$ cat config.mk
export PLATFORM = sky130hd
export DESIGN_NAME = debug_monitor_top
export DESIGN_NICKNAME = d
export VERILOG_FILES = /design/src/hw/dbg_mon_pkg.sv /design/src/hw/wb_retire_if.sv /design/src/hw/retire_decoder.sv /design/src/hw/debug_cause_tracker.sv /design/src/hw/entry_addr_capture.sv /design/src/hw/debug_monitor_top.sv
export SDC_FILE = /design/constraint.sdc
export NUM_CORES = 1
export LEC_CHECK = 0
export BUFFER_PORTS_ARGS = -buffer_cell sky130_fd_sc_hd__buf_2
export CAP_MARGIN = 20
export CORE_AREA = 2 2 134 136
export CTS_CLUSTER_SIZE = 40
export DETAILED_ROUTE_END_ITERATION = 16
export DIE_AREA = 0 0 136 138
export SLEW_MARGIN = 5
export SYNTH_ARGS = -nofsm -noshare
export SYNTH_HDL_FRONTEND = slang
export SYNTH_HIERARCHICAL = 1
export SYNTH_SLANG_ARGS = --single-unit
$ cat constraint.sdc
create_clock -name cov_assert_if -period 5.74 [get_ports cov_assert_if]
set_input_delay 1.148 -clock cov_assert_if [delete_from_list [all_inputs] [get_ports cov_assert_if]]
set_output_delay 1.148 -clock cov_assert_if [all_outputs]
set_load 0.03 [all_outputs]
$ cat src/hw/dbg_mon_pkg.sv
// Shared constants assume RV32 encodings; only the SYSTEM-format fields needed here are named
`default_nettype none

package dbg_mon_pkg;

  // --------------------
  // Widths
  // --------------------

  // Word, pc and address width
  localparam int XLEN = 32;

  // --------------------
  // Instruction encodings
  // --------------------

  localparam logic [6:0]      OPC_SYSTEM    = 7'b1110011;
  localparam logic [11:0]     F12_EBREAK    = 12'h001;
  localparam logic [11:0]     F12_WFI       = 12'h105;
  localparam logic [11:0]     F12_DRET      = 12'h7B2;
  // Compressed ebreak sits in the low half, upper half zero
  localparam logic [XLEN-1:0] C_EBREAK_WORD = 32'h0000_9002;

  // --------------------
  // Debug cause codes
  // --------------------

  localparam logic [2:0] CAUSE_NONE    = 3'd0;
  localparam logic [2:0] CAUSE_EBREAK  = 3'd1;
  localparam logic [2:0] CAUSE_TRIGGER = 3'd2;
  localparam logic [2:0] CAUSE_HALTREQ = 3'd3;
  localparam logic [2:0] CAUSE_STEP    = 3'd4;

  // --------------------
  // Controller states
  // --------------------

  // Codes above ST_DEBUG_TAKEN are treated as idle
  localparam logic [2:0] ST_RESET       = 3'd0;
  localparam logic [2:0] ST_BOOT_SET    = 3'd1;
  localparam logic [2:0] ST_FUNCTIONAL  = 3'd2;
  localparam logic [2:0] ST_DEBUG_TAKEN = 3'd3;

  // dcsr fields
  localparam int DCSR_STEP_BIT    = 2;
  localparam int DCSR_EBREAKM_BIT = 15;

  // --------------------
  // Retired instruction word
  // --------------------

  // Raw view for exact matches, system view for I-type SYSTEM decode
  typedef union packed {
    logic [XLEN-1:0] raw;
    struct packed {
      logic [11:0] funct12;
      logic [4:0]  rs1;
      logic [2:0]  funct3;
      logic [4:0]  rd;
      logic [6:0]  opcode;
    } sys;
  } instr_word_u;

endpackage : dbg_mon_pkg

`default_nettype wire

$ cat src/hw/wb_retire_if.sv
// Write-back retirement bus; the decode flags are only meaningful while wb_valid is high
`timescale 1ns/10ps
`default_nettype none

interface wb_retire_if
  import dbg_mon_pkg::*;
();

  // Retirement stream
  logic        wb_valid;
  logic [XLEN-1:0] wb_pc;
  instr_word_u wb_instr;
  logic        debug_mode;

  // Decoded class of the retiring instruction
  logic is_ebreak;
  logic is_cebreak;
  logic is_wfi;
  logic is_dret;

  modport decoder (
    input  wb_valid, wb_pc, wb_instr,
    output is_ebreak, is_cebreak, is_wfi, is_dret
  );

  modport tracker (
    input wb_valid, wb_pc, wb_instr, debug_mode,
    input is_ebreak, is_cebreak, is_wfi, is_dret
  );

  modport capture (
    input wb_valid, wb_pc, wb_instr, debug_mode,
    input is_ebreak, is_cebreak, is_wfi, is_dret
  );

endinterface : wb_retire_if

`default_nettype wire

$ cat src/hw/retire_decoder.sv
// Flags are combinational on the retiring word; ebreak_pc_o lags the ebreak by one clock
`timescale 1ns/10ps
`default_nettype none

module retire_decoder
  import dbg_mon_pkg::*;
(
  input  wire              cov_assert_if,
  input  wire              rst_n_i,
  wb_retire_if.decoder     bus,
  output logic [XLEN-1:0]  ebreak_pc_o
);

  // --------------------
  // SYSTEM decode
  // --------------------

  logic            sys_base;
  logic            ebreak_hit;
  logic            cebreak_hit;
  logic            wfi_hit;
  logic            dret_hit;
  logic [XLEN-1:0] ebreak_pc_q;

  // ebreak, wfi and dret share opcode with all register fields zero
  assign sys_base = (bus.wb_instr.sys.opcode == OPC_SYSTEM) &&
                    (bus.wb_instr.sys.funct3 == 3'b000) &&
                    (bus.wb_instr.sys.rs1 == 5'd0) &&
                    (bus.wb_instr.sys.rd == 5'd0);

  assign ebreak_hit = sys_base && (bus.wb_instr.sys.funct12 == F12_EBREAK);
  assign wfi_hit    = sys_base && (bus.wb_instr.sys.funct12 == F12_WFI);
  assign dret_hit   = sys_base && (bus.wb_instr.sys.funct12 == F12_DRET);

  // Compressed form needs the full word, upper half must be zero
  assign cebreak_hit = (bus.wb_instr.raw == C_EBREAK_WORD);

  // Only a retiring instruction counts
  assign bus.is_ebreak  = bus.wb_valid && ebreak_hit;
  assign bus.is_cebreak = bus.wb_valid && cebreak_hit;
  assign bus.is_wfi     = bus.wb_valid && wfi_hit;
  assign bus.is_dret    = bus.wb_valid && dret_hit;

  // --------------------
  // Last ebreak pc
  // --------------------

  // Either ebreak form updates the same register
  always_ff @(posedge cov_assert_if) begin
    if (!rst_n_i) begin
      ebreak_pc_q <= '0;
    end else if (bus.is_ebreak || bus.is_cebreak) begin
      ebreak_pc_q <= bus.wb_pc;
    end
  end

  assign ebreak_pc_o = ebreak_pc_q;

endmodule : retire_decoder

`default_nettype wire

$ cat src/hw/debug_cause_tracker.sv
// Cause only moves in FUNCTIONAL outside debug mode; first_debug_ins_o needs id_valid_i seen first
`timescale 1ns/10ps
`default_nettype none

module debug_cause_tracker
  import dbg_mon_pkg::*;
#(
  parameter int IRQ_W = 32
) (
  input  wire              cov_assert_if,
  input  wire              rst_n_i,
  wb_retire_if.tracker     bus,
  input  wire              id_valid_i,
  input  wire              debug_req_i,
  input  wire              trigger_match_i,
  input  wire [XLEN-1:0]   dcsr_i,
  input  wire [2:0]        ctrl_state_i,
  input  wire [IRQ_W-1:0]  irq_i,
  input  wire [IRQ_W-1:0]  mie_i,
  output logic [2:0]       cause_o,
  output logic             in_wfi_o,
  output logic             first_debug_ins_o
);

  logic       step_en;
  logic       ebreakm_en;
  logic       any_ebreak;
  logic       cause_update;
  logic [2:0] cause_next;
  logic [2:0] cause_q;
  logic       irq_pending;
  logic       wfi_sleep;
  logic       wfi_wake;
  logic       in_wfi_q;
  logic       started_decoding_q;
  logic       first_seen_q;

  assign step_en    = dcsr_i[DCSR_STEP_BIT];
  assign ebreakm_en = dcsr_i[DCSR_EBREAKM_BIT];
  assign any_ebreak = bus.is_ebreak || bus.is_cebreak;

  // --------------------
  // Expected debug cause
  // --------------------

  assign cause_update = (ctrl_state_i == ST_FUNCTIONAL) && !bus.debug_mode;

  // Fixed priority, trigger highest and step lowest
  always_comb begin
    if (trigger_match_i) begin
      cause_next = CAUSE_TRIGGER;
    end else if (ebreakm_en && any_ebreak) begin
      cause_next = CAUSE_EBREAK;
    end else if (debug_req_i) begin
      cause_next = CAUSE_HALTREQ;
    end else if (step_en) begin
      cause_next = CAUSE_STEP;
    end else begin
      cause_next = CAUSE_NONE;
    end
  end

  always_ff @(posedge cov_assert_if) begin
    if (!rst_n_i) begin
      cause_q <= CAUSE_NONE;
    end else if (cause_update) begin
      cause_q <= cause_next;
    end
  end

  // --------------------
  // Wfi sleep
  // --------------------

  assign irq_pending = |(irq_i & mie_i);
  assign wfi_sleep   = bus.is_wfi && !debug_req_i && !bus.debug_mode && !step_en;
  assign wfi_wake    = irq_pending || debug_req_i;

  // Wake takes precedence over a wfi in the same cycle
  always_ff @(posedge cov_assert_if) begin
    if (!rst_n_i) begin
      in_wfi_q <= 1'b0;
    end else if (wfi_wake) begin
      in_wfi_q <= 1'b0;
    end else if (wfi_sleep) begin
      in_wfi_q <= 1'b1;
    end
  end

  // --------------------
  // First debug instruction
  // --------------------

  // Flags live for one debug session only
  always_ff @(posedge cov_assert_if) begin
    if (!rst_n_i || !bus.debug_mode) begin
      started_decoding_q <= 1'b0;
      first_seen_q       <= 1'b0;
    end else begin
      if (id_valid_i) started_decoding_q <= 1'b1;
      if (bus.wb_valid) first_seen_q <= 1'b1;
    end
  end

  assign first_debug_ins_o = bus.debug_mode && bus.wb_valid &&
                             started_decoding_q && !first_seen_q;

  assign cause_o  = cause_q;
  assign in_wfi_o = in_wfi_q;

endmodule : debug_cause_tracker

`default_nettype wire

$ cat src/hw/entry_addr_capture.sv
// Captured addresses are word aligned and read 0 until the first capture after reset
`timescale 1ns/10ps
`default_nettype none

module entry_addr_capture
  import dbg_mon_pkg::*;
(
  input  wire              cov_assert_if,
  input  wire              rst_n_i,
  wb_retire_if.capture     bus,
  input  wire [2:0]        ctrl_state_i,
  input  wire              illegal_insn_i,
  input  wire              ecall_insn_i,
  input  wire              pc_set_i,
  input  wire [XLEN-1:0]   dm_halt_addr_i,
  input  wire [XLEN-1:0]   dm_exception_addr_i,
  output logic [XLEN-1:0]  halt_addr_o,
  output logic [XLEN-1:0]  exc_addr_o
);

  logic [XLEN-1:0] halt_addr_q;
  logic            halt_flag_q;
  logic            halt_take;
  logic            halt_rearm;
  logic [XLEN-1:0] exc_addr_q;
  logic            exc_take;

  // --------------------
  // Halt address
  // --------------------

  // Captured once per entry until debug exit or a debug-mode ebreak rearms it
  assign halt_take  = !halt_flag_q && (ctrl_state_i == ST_DEBUG_TAKEN);
  assign halt_rearm = !bus.debug_mode ||
                      (bus.debug_mode && (bus.is_ebreak || bus.is_cebreak));

  always_ff @(posedge cov_assert_if) begin
    if (!rst_n_i) begin
      halt_addr_q <= '0;
      halt_flag_q <= 1'b0;
    end else begin
      if (halt_take) begin
        halt_addr_q <= {dm_halt_addr_i[XLEN-1:2], 2'b00};
        halt_flag_q <= 1'b1;
      end
      // Rearm overrides the set
      if (halt_rearm) halt_flag_q <= 1'b0;
    end
  end

  // --------------------
  // Exception address
  // --------------------

  assign exc_take = (illegal_insn_i || ecall_insn_i) && pc_set_i &&
                    bus.debug_mode && bus.wb_valid;

  always_ff @(posedge cov_assert_if) begin
    if (!rst_n_i) begin
      exc_addr_q <= '0;
    end else if (exc_take) begin
      exc_addr_q <= {dm_exception_addr_i[XLEN-1:2], 2'b00};
    end
  end

  assign halt_addr_o = halt_addr_q;
  assign exc_addr_o  = exc_addr_q;

endmodule : entry_addr_capture

`default_nettype wire

$ cat src/hw/debug_monitor_top.sv
// Samples every clock with no back-pressure; irq_i and mie_i must both be IRQ_W wide
`timescale 1ns/10ps
`default_nettype none

module debug_monitor_top
  import dbg_mon_pkg::*;
#(
  parameter int IRQ_W = 32
) (
  input  wire              cov_assert_if,
  input  wire              rst_n_i,
  // Write-back stage
  input  wire              wb_valid_i,
  input  wire [XLEN-1:0]   wb_pc_i,
  input  wire [XLEN-1:0]   wb_instr_i,
  // Core debug controls
  input  wire              id_valid_i,
  input  wire              debug_mode_i,
  input  wire              debug_req_i,
  input  wire              trigger_match_i,
  input  wire [XLEN-1:0]   dcsr_i,
  input  wire [2:0]        ctrl_state_i,
  input  wire [IRQ_W-1:0]  irq_i,
  input  wire [IRQ_W-1:0]  mie_i,
  input  wire              illegal_insn_i,
  input  wire              ecall_insn_i,
  input  wire              pc_set_i,
  input  wire [XLEN-1:0]   dm_halt_addr_i,
  input  wire [XLEN-1:0]   dm_exception_addr_i,
  // Monitor results
  output logic             is_ebreak_o,
  output logic             is_cebreak_o,
  output logic             is_wfi_o,
  output logic             is_dret_o,
  output logic [XLEN-1:0]  ebreak_pc_o,
  output logic [2:0]       cause_o,
  output logic             in_wfi_o,
  output logic             first_debug_ins_o,
  output logic [XLEN-1:0]  halt_addr_o,
  output logic [XLEN-1:0]  exc_addr_o
);

  wb_retire_if retire_bus ();

  // --------------------
  // Ports onto the bus
  // --------------------

  assign retire_bus.wb_valid     = wb_valid_i;
  assign retire_bus.wb_pc        = wb_pc_i;
  assign retire_bus.wb_instr.raw = wb_instr_i;
  assign retire_bus.debug_mode   = debug_mode_i;

  assign is_ebreak_o  = retire_bus.is_ebreak;
  assign is_cebreak_o = retire_bus.is_cebreak;
  assign is_wfi_o     = retire_bus.is_wfi;
  assign is_dret_o    = retire_bus.is_dret;

  // --------------------
  // Monitor blocks
  // --------------------

  retire_decoder retire_decoder_inst (
    .cov_assert_if (cov_assert_if),
    .rst_n_i       (rst_n_i),
    .bus           (retire_bus.decoder),
    .ebreak_pc_o   (ebreak_pc_o)
  );

  debug_cause_tracker #(
    .IRQ_W (IRQ_W)
  ) debug_cause_tracker_inst (
    .cov_assert_if     (cov_assert_if),
    .rst_n_i           (rst_n_i),
    .bus               (retire_bus.tracker),
    .id_valid_i        (id_valid_i),
    .debug_req_i       (debug_req_i),
    .trigger_match_i   (trigger_match_i),
    .dcsr_i            (dcsr_i),
    .ctrl_state_i      (ctrl_state_i),
    .irq_i             (irq_i),
    .mie_i             (mie_i),
    .cause_o           (cause_o),
    .in_wfi_o          (in_wfi_o),
    .first_debug_ins_o (first_debug_ins_o)
  );

  entry_addr_capture entry_addr_capture_inst (
    .cov_assert_if       (cov_assert_if),
    .rst_n_i             (rst_n_i),
    .bus                 (retire_bus.capture),
    .ctrl_state_i        (ctrl_state_i),
    .illegal_insn_i      (illegal_insn_i),
    .ecall_insn_i        (ecall_insn_i),
    .pc_set_i            (pc_set_i),
    .dm_halt_addr_i      (dm_halt_addr_i),
    .dm_exception_addr_i (dm_exception_addr_i),
    .halt_addr_o         (halt_addr_o),
    .exc_addr_o          (exc_addr_o)
  );

endmodule : debug_monitor_top

`default_nettype wire

Word level (Yosys, flattened, before mapping)
Index checks and enable logic that the tools add are counted.
{"block": "op_classes", "n_mul": 0, "n_eq_ne": 7, "n_mux": 4, "n_addsub": 0, "shift": 0, "reduce_logical": 40, "magnitude_cmp": 0, "bitwise_logic": 2, "div_mod_pow": 0}
{"operator": "$and A32 B32 Y32", "n": 1}
{"operator": "$eq A32 B16 Y1 const B", "n": 1}
{"operator": "$reduce_or A32 Y1", "n": 1}
{"operator": "$logic_and A1 B1 Y1", "n": 23}
{"operator": "$eq A12 B1 Y1 const B", "n": 1}
{"operator": "$eq A12 B11 Y1 const B", "n": 1}
{"operator": "$eq A12 B9 Y1 const B", "n": 1}
{"operator": "$mux W3", "n": 4}
{"operator": "$logic_not A5 Y1", "n": 2}
{"operator": "$eq A7 B7 Y1 const B", "n": 1}
{"operator": "$eq A3 B2 Y1 const B", "n": 2}
{"operator": "$logic_not A1 Y1", "n": 6}
{"operator": "$logic_or A1 B1 Y1", "n": 5}
{"operator": "$reduce_or A2 Y1", "n": 2}
{"operator": "$logic_not A3 Y1", "n": 1}
{"operator": "$not A1 Y1", "n": 1}
{"block": "totals", "latchBits": 0, "input_bits": 237, "word_cells": 61, "output_inout_bits": 105, "mem_bits_rw": 0, "memories": 0, "regBits": 99, "romBits": 0}

Logic depth before layout (Yosys ltp)
Gate-level depths: netlist of run 1.
{"block": "logic_depth", "ltp_word": 10, "mapped_depth": 8, "depth_no_buf": 8}

Cells and area by module
The synthesis of run 1 kept the hierarchy.
{"module": "entry_addr_capture", "n_inst": 1, "cells_per_inst": 274, "area_each_um2": 2301.0, "seq_area_each_um2": 1221.2}
{"module": "retire_decoder", "n_inst": 1, "cells_per_inst": 168, "area_each_um2": 1587.8, "seq_area_each_um2": 640.6}
{"module": "debug_cause_tracker", "n_inst": 1, "cells_per_inst": 46, "area_each_um2": 409.1, "seq_area_each_um2": 120.1}

Worst setup path after synthesis of run 1
Ideal clock, no wire load.
{"block": "synth_path", "path_type": "input to output", "startpoint": "input wb_instr_i[14]", "endpoint": "output is_cebreak_o", "t_required_ns": 4.592, "arrival_ns": 2.802, "path_slack_ns": 1.790, "stages": 3, "path_buffers": 0, "path_cell_list": "nor4_1 > nand3b_1 > nor4_1"}
{"block": "synth_between", "elab_chain_cells": 2}
{"element": "start, declared", "line_no": "debug_monitor_top.sv:15", "text": "input wire [XLEN-1:0] wb_instr_i,"}
{"element": "$eq A32 B16 Y1", "line_no": "retire_decoder.sv:36", "text": "assign cebreak_hit = (bus.wb_instr.raw == C_EBREAK_WORD);"}
{"element": "$logic_and A1 B1 Y1", "line_no": "retire_decoder.sv:40", "text": "assign bus.is_cebreak = bus.wb_valid && cebreak_hit;"}
{"element": "end, declared", "line_no": "debug_monitor_top.sv:32", "text": "output logic is_cebreak_o,"}
Every way passes these cells.

Worst setup path in the final report of run 1
{"block": "layout_path", "startpoint": "input wb_instr_i[20]", "endpoint": "output is_dret_o"}
{"block": "layout_between", "elab_chain_cells": 3}
{"element": "$eq A12 B11 Y1", "line_no": "retire_decoder.sv:33", "text": "assign dret_hit = sys_base && (bus.wb_instr.sys.funct12 == F12_DRET);"}
{"element": "$logic_and A1 B1 Y1", "line_no": "retire_decoder.sv:33"}
{"element": "$logic_and A1 B1 Y1", "line_no": "retire_decoder.sv:42", "text": "assign bus.is_dret = bus.wb_valid && dret_hit;"}
{"element": "end, declared", "line_no": "debug_monitor_top.sv:34", "text": "output logic is_dret_o,"}
Every way passes these cells.

==> results of run 1 <==
## logic make-up after synthesis
family          synth area share
other cells             0.000873
flops                      0.461
buf+inv                   0.0658
simple gates               0.258
mux                       0.0745
compound gates             0.140
## sequential cells by signal, indices dropped and copies added, names as in the netlist
name,count
entry_addr_capture_inst/exc_addr_o,30
debug_cause_tracker_inst/first_seen_q,1
entry_addr_capture_inst/halt_addr_o,30
debug_cause_tracker_inst/cause_o,3
debug_cause_tracker_inst/started_decoding_q,1
retire_decoder_inst/ebreak_pc_o,32
entry_addr_capture_inst/halt_flag_q,1
debug_cause_tracker_inst/in_wfi_o,1
## per-layer routing
metal | track usage | share of wire | vias up
li1 | - | - | 2242
met1 | 0.186 | 0.45 | 1930
met2 | 0.223 | 0.45 | 166
met3 | 0.0477 | 0.084 | 22
met4 | 0.0482 | 0.021 | 2
met5 | 0 | 0.00060 | -
## placed cells by master, fill, tap and decap left out, types with 8 or more instances in the layout
master,n
a21boi_1,29
nand3_1,33
dfxtp_1,99
mux2i_1,32
o21ai_0,27
nor2_1,8
nand2_1,160
buf_2,302
clkbuf_16,9
## final cells by class
class / instances / area (sq um)
repair buffers: 308 / 1560
flip-flops and latches: 99 / 1980
clock buffers: 9 / 225
inverters: 2 / 7.51
well taps: 229 / 287
fillers: 1883 / 11400
diodes: 1 / 2.50
multi-input cells: 354 / 2060
clock inverters: 7 / 63.8
## worst max-delay path by stage
| stage | startpoint | to | cells past startpoint | slack, ns |
|---|---|---|---|---|
| after floorplan | wb_instr_i[14] | is_cebreak_o | 3 | 1.79 |
| after global placement | wb_instr_i[20] | is_dret_o | 6 | 1.80 |
| after detailed placement | wb_instr_i[20] | is_dret_o | 6 | 1.84 |
| after CTS | wb_instr_i[20] | is_dret_o | 6 | 1.81 |
| after global routing | wb_instr_i[20] | is_dret_o | 6 | 1.65 |
| final | wb_instr_i[20] | is_dret_o | 6 | 1.81 |
## where the power goes
group	switching [mW]	internal (mW)
clock network	0.282	0.302
registers	0.00645	0.701
logic	0.109	0.0840
total	0.398	1.09
## metrics by stage
stage | setup WS (ns) | cells
2_1_floorplan | 1.79 | 491
3_5_place_dp | 1.84 | 992
6_report | 1.81 | 1009
3_3_place_gp | 1.80 | 992
4_1_cts | 1.81 | 1008
5_1_grt | 1.65 | 1008
## worst max-delay path, cell delays in order
cell and delay [ns]:
buf_2 0.15, nor2_1 0.23, nand3_1 0.11, nor4b_1 0.56
nor4b_1 0.31, buf_2 0.27
==> impl_results.md, run 1 <==
* Status: completed
* Tightest Hold Check Type: register to register
* Clock Root Buffer: clkbuf_16
* Cell accounting for the most synthesized area: dfxtp_1
* Tightest Pin Transition at 0.776 ns
* R2R Setup Slk at 4.49 ns
* WL per Instance at 13.3 um
* First-pass iteration count of the detailed router at 4
* Share of layout cells above drive strength 1 at 0.434
* LEAKAGE at 2.88 nW
* Hold Path End: entry_addr_capture_inst/halt_addr_o[7]
* # DRC at 0
* Post-route core utilization at 0.352
* Register area share after synthesis at 0.461
* Postcts setup bufs at 0
* Reg clk slew, reported paths at 0.07 ns
* Worst hold path depth at 2
* Setup TNS at 0 ns
* RSZ-0062 raised after global routing: no
* Core area at 0.0175 sq mm
* Remaining antenna violation count at 0
* Net count, final at 1,011
* Post-DP HPWL at 10,300 um
* Fmax achieved at 0.254 GHz
* Fin. max-slew vios at 0
* Clk_lat worst skew at 0.35 ns
* Synth warnings at 6
* Critical Path RT at 4.59 ns
* Syn Area/Cell at 8.81 sq um
* Die X at 136 um
* # clock sinks at 99
* Post-synth top area share at 0.461
* Largest net degree at the start of global routing at 82
* PwrDens at 240 mW/mm^2
* All-Layer GR Usage at 0.143
* Yosys reg bits at 99
* Starting density of the core at 0.245
* CP Class: input port to primary output
* Critical Path AT at 2.78 ns
* Final period utilization at 0.685
* Routability cong. at 0.787
* Remaining Overflow, GRT at 0
* Library cells used by synthesis at 47
* Die height at 138 um
* R2r startpoint: entry_addr_capture_inst/halt_flag_q
* Initial antenna violation count at 2
* Hold slack at 0.449 ns
* Post-Route Skew at 0.00334 ns
* DIE AREA at 0.0188 sq mm
* I/O pin count at 342
* Tmin final at 3.93 ns
* Via-to-Cell Ratio at 4.32
* Bufs on Longest Clock Path at 2
* Design Area, Final at 0.00618 sq mm
* Final hold viol count at 0
* Total power at 1.48 mW
* Worst r2r path cells at 4
* # setup viols final at 0
* Post-Syn Area at 0.00430 sq mm
* Synth top cells by count: nand2_1 (160), dfxtp_1 (99), nand3_1 (33), mux2i_1 (32), a21boi_1 (29)
* Post-synth EDFFs at 0
* Hold Buf Count CTS at 0
* Max transition margin at 0.482
* Most frequent cell after synthesis: nand2_1
* Crit Path Max Fanout at 4
* Synth area leaders: dfxtp_1 (46%), nand2_1 (14%), mux2i_1 (7.5%), a21boi_1 (5.1%), nand3_1 (3.8%)
* IO buf count at 303
* Row cnt at 49
* Peak VDD IR at 0.000132 V
* Post-CTS Resized at 0
* Crit end category: primary output
* Asr flop ratio synth at 0
* CTS tree: yes
* Dominant synthesized flop cell: dfxtp_1
* Post-Syn Instances at 488
* Layout area overhead at 43.8%
* Iter 0 DRT Violations at 155
* Setup crit start kind: input port
* CTS buffer count at 9
* First-pass GRT wire length at 21,500 um
* Total number of vias at 4,362
* Max_cap viols at 0
* Hold path startpoint: entry_addr_capture_inst/halt_addr_o[7]
* R2r endpoint: entry_addr_capture_inst/halt_addr_o[25]
* Routed WL at 13,400 um
* H-Tree Depth at 3
* Vias in the first global route at 4,200
* DP Area at 0.00589 sq mm
Power figures use the tool's default switching activity.
==> run 2: changes to the inputs <==
ABC_AREA = 1   (was not set)
CORE_AREA = 2 2 135 137   (was 2 2 134 136)
DIE_AREA = 0 0 137 139   (was 0 0 136 138)
clock period = 3.6 ns   (was 5.74 ns; I/O delays follow)
==> impl_results.md, run 2 <==
* Status: completed
* Clock share of power at 0.380 (-0.013)
* Combinational cell fraction of total power at 0.165 (+0.035)
* Die X at 137 um (+0.74%)
* Library cells used by synthesis at 28 (-40%)
* Net Switching at 745 uW (+88%)
* Crit end category: primary output
* Post-Syn Area at 0.00529 sq mm (+23%)
* Post-CTS Resized at 0 (unchanged)
* RSZ-0062 raised after global routing: no
* DP Area at 0.00682 sq mm (+16%)
* Critical Path AT at 2.22 ns (-0.56 ns)
* Clk_lat worst skew at 0.36 ns (about the same)
* Launch point of the worst path: wb_instr_i[26]
* Highest routed layer: met4
* Internal power at 1.77 mW (+63%)
* Crit Path Max Fanout at 3 (-1)
* Met1 wire length at 7020 um (+17%)
* Remaining antenna violation count at 0 (unchanged)
* Cell accounting for the most synthesized area: dfxtp_1
* Met3 wire length at 1090 um (-3.3%)
* Reg clk slew, reported paths at 0.07 ns (about the same)
* PwrDens at 354 mW/mm^2 (+47%)
* Worst-path cell chain: buf_2, nor2_1, nand3b_1, nor3_1, nand3_1, nor2_1, buf_2
* Post-synth top area share at 0.374 (-0.0868)
* DP Cell Count at 1,268 (+28%)
* Register area share after synthesis at 0.374 (-0.0868)
* Most frequent cell after synthesis: nand2_1
* Fmax achieved at 0.340 GHz
* Synth area leaders: dfxtp_1 (37%), nand2_1 (12%), nor2_1 (11%), inv_1 (6.6%), nand3_2 (5.3%)
* Crit-path max cell delay at 0.32 ns (-0.24 ns)
* Critical path depth in cells at 7 (+1)
* Bufs on Longest Clock Path at 2 (unchanged)
* Setup TNS at 0 ns (unchanged)
* Layout area overhead at 34.5%
* LEAKAGE at 4.05 nW (+40%)
* Worst r2r path cells at 4 (unchanged)
* Most common cell after layout, fill and taps aside: buf_2
* Tmin final at 2.94 ns
* Crit path max-delay family: simple AND/OR/NAND/NOR gates
* CP Class: input port to primary output
* Max reg flops at 32 (unchanged)
* Dominant synthesized flop cell: dfxtp_1
* Remaining Overflow, GRT at 0 (unchanged)
* Setup crit start kind: input port
* WL per Instance at 12.9 um (-2.9%)
* R2r endpoint: entry_addr_capture_inst/halt_addr_o[14]
* CTS tree: yes
* Clock Root Buffer: clkbuf_16
* Postcts setup bufs at 0 (unchanged)
* Sequential Power Share at 0.455 (-0.022)
* Asr flop ratio synth at 0 (unchanged)
* CTS buffer count at 9 (unchanged)
* Post-synth EDFFs at 0 (unchanged)
* # DRC at 0 (unchanged)
* All-Layer GR Usage at 0.170 (+0.0260)
* Area occupied by multi-input gates at 0.00262 sq mm (+27%)
* # clock sinks at 99 (unchanged)
* Synth warnings at 6 (unchanged)
* Max transition margin at 0.356 (-0.126)
* Final period utilization at 0.816
* Via-to-Cell Ratio at 4.34 (+0.28%)
* Hold Buf Count CTS at 0 (unchanged)
* Die height at 139 um (+0.72%)
* Post-route core utilization at 0.403 (+0.0509)
* Slowest cell on the critical path: nor2_1
* Routability cong. at 0.799 (+1.6%)
* Net count, final at 1,288 (+27%)
* Tightest Pin Transition at 0.965 ns (+0.188 ns)
* Max_cap viols at 0 (unchanged)
* IO buf count at 303 (unchanged)
* Worst slack at placement at 0.750 ns (-1.09 ns)
* Storage element area at 0.00198 sq mm (unchanged)
* Starting density of the core at 0.300 (+0.0547)
* Commonest cells after routing, fill and taps aside: buf_2 (302), nand2_1 (167), nor2_1 (158)
* Final hold viol count at 0 (unchanged)
* DIE AREA at 0.0190 sq mm (+1.5%)
* Total number of vias at 5,575 (+28%)
* Initial antenna violation count at 1 (-1)
* Critical Path RT at 2.88 ns (-1.71 ns)
* Syn Area/Cell at 6.88 sq um (-22%)
* Met2 WL post-DR at 8000 um (+34%)
* Critical path buffer and inverter count at 2 (unchanged)
* Fin. max-slew vios at 0 (unchanged)
* First-pass iteration count of the detailed router at 4 (unchanged)
* First-pass GRT wire length at 25,300 um (+18%)
* Setup ws final at 0.661 ns (-1.15 ns)
* R2R Setup Slk at 2.23 ns (-2.26 ns)
* Yosys reg bits at 99 (unchanged)
* Iter 0 DRT Violations at 256 (+65%)
* Fillers at 1,933 (+2.7%)
* # setup viols final at 0 (unchanged)
* Final Non-Filler Cells at 1,286 (+27%)
* R2r startpoint: entry_addr_capture_inst/halt_flag_q
* Sw Ratio at 0.296 (+0.0280)
* H-Tree Depth at 3 (unchanged)
* Design Area, Final at 0.00712 sq mm (+15%)
* Share of layout cells above drive strength 1 at 0.382 (-0.0523)
* Post-Route Skew at 0.00853 ns (+0.00520 ns)
* Routed WL at 16,600 um (+24%)
* Synth top cells by count: nand2_1 (167), nor2_1 (159), dfxtp_1 (99), inv_1 (93), nand3_1 (42)
* Crit path to: is_wfi_o
* Peak VDD IR at 0.000199 V (+50%)
* Largest net degree at the start of global routing at 77 (-6.1%)
* Post-Syn Instances at 770 (+58%)
* Core area at 0.0177 sq mm (+0.70%)
* I/O pin count at 342 (unchanged)
* Row cnt at 49 (unchanged)
* Post-DP HPWL at 12,400 um (+21%)
* Vias in the first global route at 5,037 (+20%)
* Tightest Hold Check Type: register to register
## run 2: cell types whose count changed in the layout (fill, tap and decap cells not counted), sizes merged, moves of 6 or more
cell | previous run | this run
nand3b | 1 | 31
inv | 4 | 99
a22o | 7 | 0
a21boi | 30 | 0
a21oi | 3 | 36
o21ai | 32 | 2
nand3 | 34 | 71
a221oi | 7 | 0
nand4 | 5 | 11
nor4 | 7 | 1
nand2 | 160 | 170
nor2 | 8 | 197
mux2i | 32 | 0
## run 2: cell families (layout without fill, tap and decap cells)
kind of cell,Yosys count,count (layout),synth area share
AO/OA/AOI/OAI,39,39,0.0381
buffers and inverters,139,422,0.134
flip-flops,99,99,0.374
other,1,5,0.000708
AND/OR/NAND/NOR,492,492,0.453
## run 2: cell type report
| class | instances | area share |
|---|---|---|
| multi-input cells | 535 | 0.367 |
| flip-flops and latches | 99 | 0.278 |
| repair buffers | 311 | 0.225 |
| inverters | 95 | 0.0501 |
| well taps | 229 | 0.0402 |
| clock buffers | 9 | 0.0316 |
| clock inverters | 7 | 0.00773 |
| diodes | 1 | 0.000351 |
## run 2: worst min path at each step
stage | from | to | slack [ns] | cells past startpoint
floorplan | debug_cause_tracker_inst/first_seen_q | debug_cause_tracker_inst/first_seen_q | 0.44 | 2
global placement | entry_addr_capture_inst/halt_addr_o[25] | entry_addr_capture_inst/halt_addr_o[25] | 0.44 | 2
detailed placement | entry_addr_capture_inst/halt_addr_o[22] | entry_addr_capture_inst/halt_addr_o[22] | 0.45 | 2
CTS | debug_cause_tracker_inst/cause_o[2] | debug_cause_tracker_inst/cause_o[2] | 0.47 | 2
global route | debug_cause_tracker_inst/cause_o[2] | debug_cause_tracker_inst/cause_o[2] | 0.48 | 2
finish | entry_addr_capture_inst/halt_addr_o[12] | entry_addr_capture_inst/halt_addr_o[12] | 0.46 | 2
## run 2: per-layer routing
layer	vias to the layer above	track usage
met5	-	0
li1	2925	-
met4	0	0.0705
met3	28	0.0376
met1	2427	0.202
met2	195	0.290
## run 2: worst min-delay path: cells and delay by family (launching register included)
| family | cells | cell delay [ns] |
|---|---|---|
| AND/OR/NAND/NOR | 2 | 0.11 |
| flip-flops | 1 | 0.32 |
## run 2: power by group through the flow
stage	combinational (mW)	clock (mW)	sequential (mW)
2_1_floorplan	0.179	0	1.24
3_3_place_gp	0.415	0	1.17
3_5_place_dp	0.417	0	1.17
4_1_cts	0.419	1.01	1.15
5_1_grt	0.463	1.04	1.15
6_report	0.415	0.958	1.15
## run 2: stage by stage
step                hold slack, ns  power (mW)
finish                       0.461        2.52
global route                 0.475        2.66
CTS                          0.467        2.57
detailed placement           0.449        1.59
global placement             0.444        1.59
floorplan                    0.439        1.42
==> run 3: changes to the inputs <==
ABC_AREA = 0   (was 1)
CORE_AREA = 2 2 133 135   (was 2 2 135 137)
DIE_AREA = 0 0 135 137   (was 0 0 137 139)
clock period = 3 ns   (was 3.6 ns; I/O delays follow)
==> impl_results.md, run 3 (same netlist as run 1, synthesis figures left out) <==
* Routed WL at 13,500 um (-19%)
* Fmax achieved at 0.359 GHz
* Total number of vias at 4,364 (-22%)
* Via-to-Cell Ratio at 4.32 (-0.33%)
* # setup viols final at 0 (unchanged)
* Hold Buf Count CTS at 0 (unchanged)
* Die height at 137 um (-1.4%)
* Area occupied by multi-input gates at 0.00206 sq mm (-21%)
* Slowest cell on the critical path: nor3b_2
* # DRC at 0 (unchanged)
* Critical Path AT at 2.19 ns (-0.03 ns)
* CTS tree: yes
* Clock Root Buffer: clkbuf_16
* Most common cell on crit path: buf_2
* CTS buffer count at 9 (unchanged)
* Largest net degree at the start of global routing at 67 (-13%)
* Postcts setup bufs at 0 (unchanged)
* PwrDens at 467 mW/mm^2 (+32%)
* Final hold viol count at 0 (unchanged)
* Layout area overhead at 45.4%
* # clock sinks at 99 (unchanged)
* Max reg flops at 32 (unchanged)
* Setup TNS at 0 ns (unchanged)
* Antenna diodes at 0 (-1)
* Post-DP HPWL at 10,500 um (-15%)
* LEAKAGE at 2.93 nW (-28%)
* Fillers at 1,824 (-5.6%)
* Tightest Pin Transition at 0.676 ns (-0.289 ns)
* All-Layer GR Usage at 0.140 (-0.0293)
* Most common cell after layout, fill and taps aside: buf_2
* Max transition margin at 0.550 (+0.193)
* Routability cong. at 0.791 (-1.1%)
* Remaining antenna violation count at 0 (unchanged)
* RSZ-0062 raised after global routing: no
* Setup crit start kind: input port
* Design Area, Final at 0.00625 sq mm (-12%)
* Starting density of the core at 0.252 (-0.0478)
* Status: completed
* Worst slack at placement at 0.226 ns (-0.524 ns)
* Crit Path Max Fanout at 4 (+1)
* Commonest cells after routing, fill and taps aside: buf_2 (302), nand2_1 (160), dfxtp_1 (99)
* Clk_lat worst skew at 0.35 ns (about the same)
* Initial antenna violation count at 0 (-1)
* Row cnt at 48 (-2.0%)
* Remaining Overflow, GRT at 0 (unchanged)
* Critical Path RT at 2.40 ns (-0.48 ns)
* Crit-path max cell delay at 0.40 ns (+0.08 ns)
* Critical path buffer and inverter count at 2 (unchanged)
* Post-CTS Resized at 0 (unchanged)
* Tmin final at 2.79 ns
* Setup ws final at 0.211 ns (-0.450 ns)
* Core area at 0.0171 sq mm (-3.4%)
* Crit end category: primary output
* Reg clk slew, reported paths at 0.07 ns (about the same)
* First-pass iteration count of the detailed router at 4 (unchanged)
* I/O pin count at 342 (unchanged)
* Iter 0 DRT Violations at 156 (-39%)
* Max_cap viols at 0 (unchanged)
* Share of layout cells above drive strength 1 at 0.439 (+0.0579)
* Die X at 135 um (-1.5%)
* First-pass GRT wire length at 20,300 um (-20%)
* Net count, final at 1,017 (-21%)
* Vias in the first global route at 4,070 (-19%)
* Post-Route Skew at 0.0103 ns (+0.00172 ns)
* Final period utilization at 0.930
* Worst-path cell chain: buf_2, nor3b_2, nand3_1, nor4_1, and3_1, buf_2
* Storage element area at 0.00198 sq mm (unchanged)
* Peak VDD IR at 0.000237 V (+19%)
* H-Tree Depth at 3 (unchanged)
* DIE AREA at 0.0185 sq mm (-2.9%)
* Tightest Hold Check Type: register to register
* Fin. max-slew vios at 0 (unchanged)
* Bufs on Longest Clock Path at 2 (unchanged)
* WL per Instance at 13.3 um (+3.7%)
* DP Area at 0.00595 sq mm (-13%)
* IO buf count at 303 (unchanged)
* CP Class: input port to primary output
* Post-route core utilization at 0.366 (-0.0371)
* Crit path max-delay family: simple AND/OR/NAND/NOR gates
==> run 3: final cells by class <==
class | count | share of cell area
multi-input cells | 354 | 0.330
flip-flops and latches | 99 | 0.317
clock buffers | 9 | 0.0361
clock inverters | 7 | 0.0120
repair buffers | 314 | 0.258
well taps | 225 | 0.0451
inverters | 2 | 0.00120
==> run 3: path summary, 6_finish.rpt <==
check | to | slack, ns | depth (start not counted) | from
max | is_wfi_o | 0.21 | 6 | wb_valid_i
max reg2reg | entry_addr_capture_inst/halt_addr_o[31] | 1.63 | 4 | entry_addr_capture_inst/halt_flag_q
min | entry_addr_capture_inst/halt_addr_o[20] | 0.45 | 2 | entry_addr_capture_inst/halt_addr_o[20]
min reg2reg | entry_addr_capture_inst/halt_addr_o[20] | 0.45 | 2 | entry_addr_capture_inst/halt_addr_o[20]
==> run 3: per-stage QoR <==
stage,std cells,hold WS (ns),total power [mW]
5_1_grt,1010,0.462,3.06
6_report,1010,0.450,2.92
3_3_place_gp,994,0.439,1.76
3_5_place_dp,994,0.442,1.76
4_1_cts,1010,0.445,2.98
2_1_floorplan,491,0.431,1.57
==> run 3: report_power, final <==
| part | total, mW | switching, mW | internal, mW | leakage (nW) |
|---|---|---|---|---|
| Combinational | 0.375 | 0.210 | 0.166 | 1.98 |
| Clock | 1.19 | 0.535 | 0.655 | 0.151 |
| Sequential | 1.35 | 0.0125 | 1.34 | 0.801 |
==> run 3: layer usage <==
layer  GRT usage  vias to the layer above  share of wire
met1       0.186                     1935           0.47
met5           0                        -              0
met4      0.0590                        0          0.016
met2       0.217                      162           0.45
met3      0.0348                       13          0.070
li1            -                     2254              -
==> run 3: worst reg2reg max path, cell delays in order, from the launching register on <==
cell	delay (ns)
dfxtp_1	0.33
nand4bb_1	0.42
buf_4	0.36
nand2_1	0.09
a21boi_0	0.07
